--- config.mk ---
export PLATFORM = sky130hd
export DESIGN_NAME = cam_regs_top
export DESIGN_NICKNAME = d
export VERILOG_FILES = /design/src/common/cam_regs_pkg.sv /design/src/hw/wb_reg_bank.sv /design/src/cam_capture/cam_packer.sv /design/src/cam_capture/cam_fifo.sv /design/src/hw/cam_regs_top.sv
export SDC_FILE = /design/constraint.sdc
export NUM_CORES = 1
export LEC_CHECK = 0
export BUFFER_PORTS_ARGS = -buffer_cell sky130_fd_sc_hd__buf_4
export CORE_MARGIN = 2
export CORE_UTILIZATION = 57
export CTS_BUF_LIST = sky130_fd_sc_hd__clkbuf_8
export DETAILED_ROUTE_END_ITERATION = 8
export PLACE_DENSITY = 0.75
export SYNTH_ARGS = -nofsm -noshare
export SYNTH_HDL_FRONTEND = slang
export SYNTH_SLANG_ARGS = --single-unit
--- constraint.sdc ---
create_clock -name PCLKI -period 6.46 [get_ports PCLKI]
set_clock_uncertainty 0.1 [all_clocks]
set_input_delay 1.292 -clock PCLKI [delete_from_list [all_inputs] [get_ports PCLKI]]
set_output_delay 1.292 -clock PCLKI [all_outputs]
set_load 0.01 [all_outputs]
--- src/common/cam_regs_pkg.sv ---
`default_nettype none

package cam_regs_pkg;

    // ------------------------------------------------------------
    // Sizes
    // ------------------------------------------------------------
    localparam int ADDR_W         = 9;
    localparam int DATA_W         = 32;
    localparam int GPIO_W         = 8;
    localparam int FIFO_DEPTH     = 16;
    localparam int CNT_W          = 5;                    // Holds 0 .. FIFO_DEPTH
    localparam int PTR_W          = $clog2(FIFO_DEPTH);
    localparam int BEATS_PER_WORD = 4;
    localparam int BEAT_W         = $clog2(BEATS_PER_WORD);
    localparam int ALMOST_LVL     = 2;                    // Margin for almost flags

    // ------------------------------------------------------------
    // Register map
    // ------------------------------------------------------------
    localparam logic [ADDR_W-1:0] ADR_DEVICE_ID = 9'h000;
    localparam logic [ADDR_W-1:0] ADR_REV       = 9'h001;
    localparam logic [ADDR_W-1:0] ADR_GPIO_IN   = 9'h002;
    localparam logic [ADDR_W-1:0] ADR_GPIO_OUT  = 9'h003;
    localparam logic [ADDR_W-1:0] ADR_GPIO_OE   = 9'h004;
    localparam logic [ADDR_W-1:0] ADR_FIFO_ACC  = 9'h040;
    localparam logic [ADDR_W-1:0] ADR_FIFO_FLAG = 9'h041;

    localparam logic [DATA_W-1:0] DEVICE_ID     = 32'hF1F07E57;
    localparam logic [15:0]       REV_NUM       = 16'h0100;
    localparam logic [DATA_W-1:0] DEF_REG_VALUE = 32'hFABDEFAC;  // Unmapped or empty FIFO

    // ------------------------------------------------------------
    // Bundles
    // ------------------------------------------------------------
    typedef struct packed {
        logic [ADDR_W-1:0] adr;
        logic              cyc;
        logic              stb;
        logic              we;
        logic [3:0]        byte_stb;
        logic [DATA_W-1:0] dat;
    } wb_req_t;

    typedef struct packed {
        logic [DATA_W-1:0] dat;
        logic              ack;
    } wb_rsp_t;

    typedef struct packed {
        logic vsync;
        logic href;
    } cam_in_t;

    typedef struct packed {
        logic [CNT_W-1:0] count;
        logic             empty;
        logic             full;
        logic             almost_empty;
        logic             almost_full;
    } fifo_status_t;

    typedef logic [DATA_W-1:0] cam_word_t;

endpackage

`default_nettype wire

--- src/hw/wb_reg_bank.sv ---
`timescale 1ns/1ps
`default_nettype none

module wb_reg_bank (
    input  wire                                 PCLKI,
    input  wire                                 WBs_RST_i,
    input  wire  cam_regs_pkg::wb_req_t         wb_req_i,
    input  wire  [cam_regs_pkg::GPIO_W-1:0]     gpio_in_i,
    input  wire  cam_regs_pkg::cam_word_t       fifo_head_i,
    input  wire  cam_regs_pkg::fifo_status_t    fifo_status_i,
    output cam_regs_pkg::wb_rsp_t               wb_rsp_o,
    output logic [cam_regs_pkg::GPIO_W-1:0]     gpio_out_o,
    output logic [cam_regs_pkg::GPIO_W-1:0]     gpio_oe_o,
    output logic                                pop_o
);

    import cam_regs_pkg::*;

    logic              ack_q;
    logic              ack_nxt;
    logic              rd_stb;
    logic              wr_stb;
    logic              fifo_rd_dcd;
    logic [DATA_W-1:0] flag_word;
    logic [DATA_W-1:0] rd_mux;
    logic [DATA_W-1:0] rd_dat_q;

    // ------------------------------------------------------------
    // Access decode
    // ------------------------------------------------------------
    assign ack_nxt     = wb_req_i.cyc & wb_req_i.stb & ~ack_q;  // First cycle of access
    assign rd_stb      = ack_nxt & ~wb_req_i.we;
    assign wr_stb      = ack_nxt & wb_req_i.we & wb_req_i.byte_stb[0];
    assign fifo_rd_dcd = rd_stb & (wb_req_i.adr == ADR_FIFO_ACC);

    // Flags in the low nibble and count at 12:8
    assign flag_word = {{(DATA_W-CNT_W-8){1'b0}},
                        fifo_status_i.count,
                        4'h0,
                        fifo_status_i.almost_full,
                        fifo_status_i.almost_empty,
                        fifo_status_i.full,
                        fifo_status_i.empty};

    // ------------------------------------------------------------
    // Read mux
    // ------------------------------------------------------------
    always_comb begin
        case (wb_req_i.adr)
            ADR_DEVICE_ID: rd_mux = DEVICE_ID;
            ADR_REV:       rd_mux = {16'h0, REV_NUM};
            ADR_GPIO_IN:   rd_mux = DATA_W'(gpio_in_i);
            ADR_GPIO_OUT:  rd_mux = DATA_W'(gpio_out_o);
            ADR_GPIO_OE:   rd_mux = DATA_W'(gpio_oe_o);
            ADR_FIFO_ACC:  rd_mux = fifo_status_i.empty ? DEF_REG_VALUE : fifo_head_i;
            ADR_FIFO_FLAG: rd_mux = flag_word;
            default:       rd_mux = DEF_REG_VALUE;
        endcase
    end

    // Read data loaded on the first cycle of a read
    always_ff @(posedge PCLKI) begin
        if (rd_stb) begin
            rd_dat_q <= rd_mux;
        end
    end

    // ------------------------------------------------------------
    // Control and GPIO registers
    // ------------------------------------------------------------
    always_ff @(posedge PCLKI or posedge WBs_RST_i) begin
        if (WBs_RST_i) begin
            ack_q      <= 1'b0;
            pop_o      <= 1'b0;
            gpio_out_o <= '0;
            gpio_oe_o  <= '0;
        end else begin
            ack_q <= ack_nxt;
            pop_o <= fifo_rd_dcd & ~fifo_status_i.empty;  // High for the ack cycle only

            if (wr_stb && (wb_req_i.adr == ADR_GPIO_OUT)) begin
                gpio_out_o <= wb_req_i.dat[GPIO_W-1:0];
            end

            if (wr_stb && (wb_req_i.adr == ADR_GPIO_OE)) begin
                gpio_oe_o <= wb_req_i.dat[GPIO_W-1:0];
            end
        end
    end

    assign wb_rsp_o = '{dat: rd_dat_q, ack: ack_q};

endmodule

`default_nettype wire

--- src/cam_capture/cam_packer.sv ---
`timescale 1ns/1ps
`default_nettype none

module cam_packer (
    input  wire                          PCLKI,
    input  wire                          WBs_RST_i,
    input  wire cam_regs_pkg::cam_in_t   cam_i,
    input  wire                          credit_i,
    output logic                         push_o,
    output cam_regs_pkg::cam_word_t      word_o,
    output logic                         flush_o
);

    import cam_regs_pkg::*;

    logic              beat_vld;
    logic              word_done;
    logic              has_credit;
    logic              spend;
    logic [BEAT_W-1:0] beat_cnt;
    cam_word_t         seq_num;
    logic [CNT_W-1:0]  credit_cnt;

    assign beat_vld   = cam_i.vsync & cam_i.href;
    assign word_done  = beat_vld & (beat_cnt == BEAT_W'(BEATS_PER_WORD - 1));
    assign has_credit = (credit_cnt != '0);
    assign spend      = word_done & has_credit;  // Word without credit is lost
    assign flush_o    = ~cam_i.vsync;            // Frame gap

    // ------------------------------------------------------------
    // Beat count, sequence number and credits
    // ------------------------------------------------------------
    always_ff @(posedge PCLKI or posedge WBs_RST_i) begin
        if (WBs_RST_i) begin
            beat_cnt   <= '0;
            seq_num    <= '0;
            credit_cnt <= CNT_W'(FIFO_DEPTH);
            push_o     <= 1'b0;
        end else begin
            push_o <= spend;

            // Free running so dropped words still use a number
            if (word_done) begin
                seq_num <= seq_num + DATA_W'(1);
            end

            if (flush_o) begin
                beat_cnt   <= '0;
                credit_cnt <= CNT_W'(FIFO_DEPTH);  // FIFO empties on the same edge
            end else begin
                if (beat_vld) begin
                    beat_cnt <= word_done ? '0 : beat_cnt + BEAT_W'(1);
                end

                case ({credit_i, spend})
                    2'b10:   credit_cnt <= credit_cnt + CNT_W'(1);
                    2'b01:   credit_cnt <= credit_cnt - CNT_W'(1);
                    default: credit_cnt <= credit_cnt;  // None or both
                endcase
            end
        end
    end

    // Word payload
    always_ff @(posedge PCLKI) begin
        if (word_done) begin
            word_o <= seq_num;
        end
    end

endmodule

`default_nettype wire

--- src/cam_capture/cam_fifo.sv ---
`timescale 1ns/1ps
`default_nettype none

module cam_fifo (
    input  wire                            PCLKI,
    input  wire                            WBs_RST_i,
    input  wire                            push_i,
    input  wire cam_regs_pkg::cam_word_t   word_i,
    input  wire                            pop_i,
    input  wire                            flush_i,
    output cam_regs_pkg::cam_word_t        head_o,
    output cam_regs_pkg::fifo_status_t     status_o,
    output logic                           credit_o
);

    import cam_regs_pkg::*;

    cam_word_t        mem [FIFO_DEPTH];
    logic [PTR_W-1:0] wr_ptr;
    logic [PTR_W-1:0] rd_ptr;
    logic [CNT_W-1:0] count;

    // ------------------------------------------------------------
    // Pointers and count
    // ------------------------------------------------------------
    always_ff @(posedge PCLKI or posedge WBs_RST_i) begin
        if (WBs_RST_i) begin
            wr_ptr <= '0;
            rd_ptr <= '0;
            count  <= '0;
        end else if (flush_i) begin
            wr_ptr <= '0;  // Flush wins over push and pop
            rd_ptr <= '0;
            count  <= '0;
        end else begin
            if (push_i) begin
                wr_ptr <= wr_ptr + PTR_W'(1);
            end

            if (pop_i) begin
                rd_ptr <= rd_ptr + PTR_W'(1);
            end

            case ({push_i, pop_i})
                2'b10:   count <= count + CNT_W'(1);
                2'b01:   count <= count - CNT_W'(1);
                default: count <= count;
            endcase
        end
    end

    // Storage
    always_ff @(posedge PCLKI) begin
        if (push_i) begin
            mem[wr_ptr] <= word_i;
        end
    end

    assign head_o   = mem[rd_ptr];        // Stale when empty
    assign credit_o = pop_i & ~flush_i;   // One slot freed per pop

    // ------------------------------------------------------------
    // Status flags from count
    // ------------------------------------------------------------
    always_comb begin
        status_o.count        = count;
        status_o.empty        = (count == '0);
        status_o.full         = (count == CNT_W'(FIFO_DEPTH));
        status_o.almost_empty = (count <= CNT_W'(ALMOST_LVL));
        status_o.almost_full  = (count >= CNT_W'(FIFO_DEPTH - ALMOST_LVL));
    end

endmodule

`default_nettype wire

--- src/hw/cam_regs_top.sv ---
`timescale 1ns/1ps
`default_nettype none

module cam_regs_top (
    input  wire                                 PCLKI,
    input  wire                                 WBs_RST_i,
    input  wire  cam_regs_pkg::wb_req_t         wb_req_i,
    input  wire  cam_regs_pkg::cam_in_t         cam_i,
    input  wire  [cam_regs_pkg::GPIO_W-1:0]     gpio_in_i,
    output cam_regs_pkg::wb_rsp_t               wb_rsp_o,
    output logic [cam_regs_pkg::GPIO_W-1:0]     gpio_out_o,
    output logic [cam_regs_pkg::GPIO_W-1:0]     gpio_oe_o
);

    import cam_regs_pkg::*;

    cam_word_t    fifo_head;
    fifo_status_t fifo_status;
    cam_word_t    pack_word;
    logic         pop;
    logic         push;
    logic         flush;
    logic         credit;

    // ------------------------------------------------------------
    // Register bank, packer and FIFO
    // ------------------------------------------------------------
    wb_reg_bank u_reg_bank (
        .PCLKI         (PCLKI),
        .WBs_RST_i     (WBs_RST_i),
        .wb_req_i      (wb_req_i),
        .gpio_in_i     (gpio_in_i),
        .fifo_head_i   (fifo_head),
        .fifo_status_i (fifo_status),
        .wb_rsp_o      (wb_rsp_o),
        .gpio_out_o    (gpio_out_o),
        .gpio_oe_o     (gpio_oe_o),
        .pop_o         (pop)
    );

    cam_packer u_packer (
        .PCLKI     (PCLKI),
        .WBs_RST_i (WBs_RST_i),
        .cam_i     (cam_i),
        .credit_i  (credit),     // Returned by FIFO pops
        .push_o    (push),
        .word_o    (pack_word),
        .flush_o   (flush)
    );

    cam_fifo u_fifo (
        .PCLKI     (PCLKI),
        .WBs_RST_i (WBs_RST_i),
        .push_i    (push),
        .word_i    (pack_word),
        .pop_i     (pop),
        .flush_i   (flush),
        .head_o    (fifo_head),
        .status_o  (fifo_status),
        .credit_o  (credit)
    );

endmodule

`default_nettype wire

==> metrics <==
TritonCTS Sinks=647; Max Transition Viols Final=0; antenna violations before repair=0; Tightest Pin Transition=1170 ps; most common flop cell mapped by yosys=sky130_fd_sc_hd__edfxtp_1; height of the die=about 210 um; Worst setup SP type=flip-flop; Commonest cells post-synth=576 x sky130_fd_sc_hd__edfxtp_1, 129 x sky130_fd_sc_hd__mux4_2, 70 x sky130_fd_sc_hd__dfrtp_1; clock slew seen by the registers of the worst setup and hold paths=approximately 60 ps; starting density of the core=0.575; area used by multi-input combinational logic=5900 um2; first-pass iteration count of the detailed router=5; Setup Fix Bufs, Post-CTS=0; Via Count=12866; number of distinct library cells after synthesis=65; area enclosed by the die boundary=46100 um2; Yosys top cell area share=0.684; total number of nets in the final design=1498; hold-fix buffer count after cts=0; Placeable Area=around 44000 um2; dominant cells by area after synthesis=sky130_fd_sc_hd__edfxtp_1 68%, sky130_fd_sc_hd__mux4_2 11%, sky130_fd_sc_hd__dfrtp_1 6.9%; total global routing overflow=0; Yosys top cell by area=sky130_fd_sc_hd__edfxtp_1; number of buffers created by CTS=97; worst-case clock buffer depth=3; number of inserted filler cells in the final layout=a little under 3000; post-synthesis cell count=1282; most repeated cell in the gate-level netlist after synthesis=sky130_fd_sc_hd__edfxtp_1; hpwl dp=28100 um; outcome=complete, no violations; DRT iter0 DRCs=roughly 1400; Leakage=9.97 nW; Post-synth EDFFs=576; TNS Setup=0 ps; overall die width=215 um; number of maximum-capacitance constraint violations=0; vias in the first global route=13298; maximum number of pins on one net before global-route repair=72; required time of the critical path=6740 ps; Reg area=19100 um2; post-DR wirelength/cell=roughly 26 um; origin of the worst min-delay path=u_packer.seq_num[31]; post-DR vias/cell=6.13; crit-path max cell delay=around 950 ps; Worst Path Max Fanout=40; element type at the critical path end=flip-flop; RSZ-0062 raised after global routing=false; ys async rst share=0.110; Tightest Hold Check Type=flip-flop to flip-flop; post-synthesis sequential area ratio=0.754; number of antenna repair diodes=0; worst setup path category=flip-flop to flip-flop; warnings from Yosys=0; Port Buffers=81; Clock Latency Late Sink=680 ps; overall global routing resource usage=0.237; number of H-tree levels=3; worst max-slew margin expressed relative to the limit=0.220; clock tree from TritonCTS=done; mean post-synth cell area=19.7 um2; pwr/cell area=~280 nW/um2; minimum period implied by the final worst setup slack=3420 ps; number of synthesized register bits=about 650; row cnt=77; critical path arrival=between 3000 and 4000 ps; standard cell with the maximum stage delay on the critical path=sky130_fd_sc_hd__dfrtp_4; number of nets in the synthesized netlist=1355; count of pins on the block boundary=109; clock root buffer=sky130_fd_sc_hd__clkbuf_8; Post-CTS Resized=0; post-route ant nets=0; Final GP Congestion=0.864; post-synthesis cell area=25300 um2; wire length of the first global-routing pass=80200 um; ratio of cells with drive above 1 in the final layout=0.284; DRT Wirelength=between 50000 and 60000 um; worst vdd ir=0.000164 V; crit-path cells=buf_4 > mux4_2 > a22o_1 > nor2_1 > o221ai_1; core occupancy in the finished layout=0.648; final count of negative-setup-slack endpoints=0; total count of hold-check failures in the final report=0; Worst R2R Start=u_fifo.rd_ptr[0]; Area Growth Syn to Fin=12.8%; Post-route DRC=0; crit path from=u_fifo.rd_ptr[0]; ratio of final minimum period to clock period=0.529; peak clock frequency supported by timing=0.292 GHz
[layout by cell type, fill, tap and decap left out, drive strengths merged, types with 2 or more instances in the layout]
cell type	Yosys	routed
o22ai	10	10
and2	21	21
nand4	16	16
a211oi	3	3
clkinv	1	33
buf	33	104
nor2	50	50
xor2	12	12
a22oi	47	47
nor4	3	3
inv	16	48
ha	12	12
nor3	14	14
bufinv	0	5
clkinvlp	0	2
nor2b	8	8
edfxtp	576	576
clkbuf	27	109
a22o	12	12
mux4	129	129
nand2b	6	6
or2	3	3
and3	10	10
nand2	39	39
and4	4	4
o221ai	3	3
or4	4	4
dfrtp	70	70
a21oi	10	10
o21ai	17	17
mux2i	9	9
a31oi	18	18
a211o	4	4
xnor2	31	31
a21o	2	2
nand3	19	19
nor3b	4	4
mux2	22	22
[flip-flops by register name (all words and copies together) (netlist names)]
register,count
u_packer.beat_cnt,2
u_reg_bank.rd_dat_q,32
u_reg_bank.gpio_oe_o,8
u_reg_bank.ack_q,1
u_fifo.rd_ptr,4
u_fifo.count,5
u_reg_bank.gpio_out_o,8
u_reg_bank.pop_o,1
u_packer.credit_cnt,5
u_fifo.wr_ptr,4
u_fifo.mem,512
u_packer.push_o,1
u_packer.seq_num,32
u_packer.word_o,32
[final cells by class]
class,count,area share
sequential,647,0.669
inverter,17,0.00224
multi-input combinational,558,0.207
tap,592,0.0260
timing repair buffer,104,0.0278
clock inverter,71,0.0157
clock buffer,109,0.0526
[path summary, 6_finish.rpt]
check                                               to  slack (ps)  cells after the start
worst max register to register  u_reg_bank.rd_dat_q[8]        3040                      5
worst min register to register    u_packer.seq_num[31]         400                      1
worst min-delay path              u_packer.seq_num[31]         400                      1
min in group asynchronous         u_packer.beat_cnt[1]         810                      3
worst max-delay path            u_reg_bank.rd_dat_q[8]        3040                      5
max in group asynchronous             u_fifo.rd_ptr[0]        4740                      3
[report_power, final]
part / switching, mW / internal, mW
Combinational: 0.0477 / 0.0341
Clock: 1.54 / 1.75
Sequential: 0.0122 / 4.51
[metal layers]
metal | vias up | routed length [um] | track usage
met1 | 6697 | 20400 | 0.313
met3 | 84 | 4060 | 0.0404
li1 | 5519 | - | -
met5 | - | 0 | 0
met4 | 0 | 1230 | 0.0836
met2 | 566 | 27800 | 0.402
[worst max-delay path: cells and delay by family (launching register included)]
kind                   cells  cell delay [ps]
DFF                        1              950
and+or+nand+nor            1              280
muxes                      1              580
buffers and inverters      1              720
AOI/OAI and AO/OA          2              430
[logic make-up (layout without fill, tap and decap cells)]
family          Yosys count  in the layout  share of synthesized area
flops                   647            647                      0.754
simple gates            206            206                     0.0431
mux                     160            160                      0.128
compound gates          136            136                     0.0383
buf+inv                  77            301                     0.0147
xor+xnor                 43             43                     0.0149
fa+ha+maj                13             13                    0.00673
[stage by stage]
step | hold WS, ps | std cells | worst slack, ps | area, um2 | total power, mW
finish | 403 | 2098 | 3040 | 28500 | 7.90
global route | 409 | 2098 | 2840 | 28500 | 8.15
CTS | 394 | 2098 | 3000 | 28500 | 7.96
detailed placement | 368 | 1918 | 2640 | 26600 | 4.69
global placement | 375 | 1918 | 2680 | 26600 | 4.69
floorplan | 341 | 1282 | 3130 | 25300 | 4.65
Note: power is estimated with default switching activity, not from simulation.
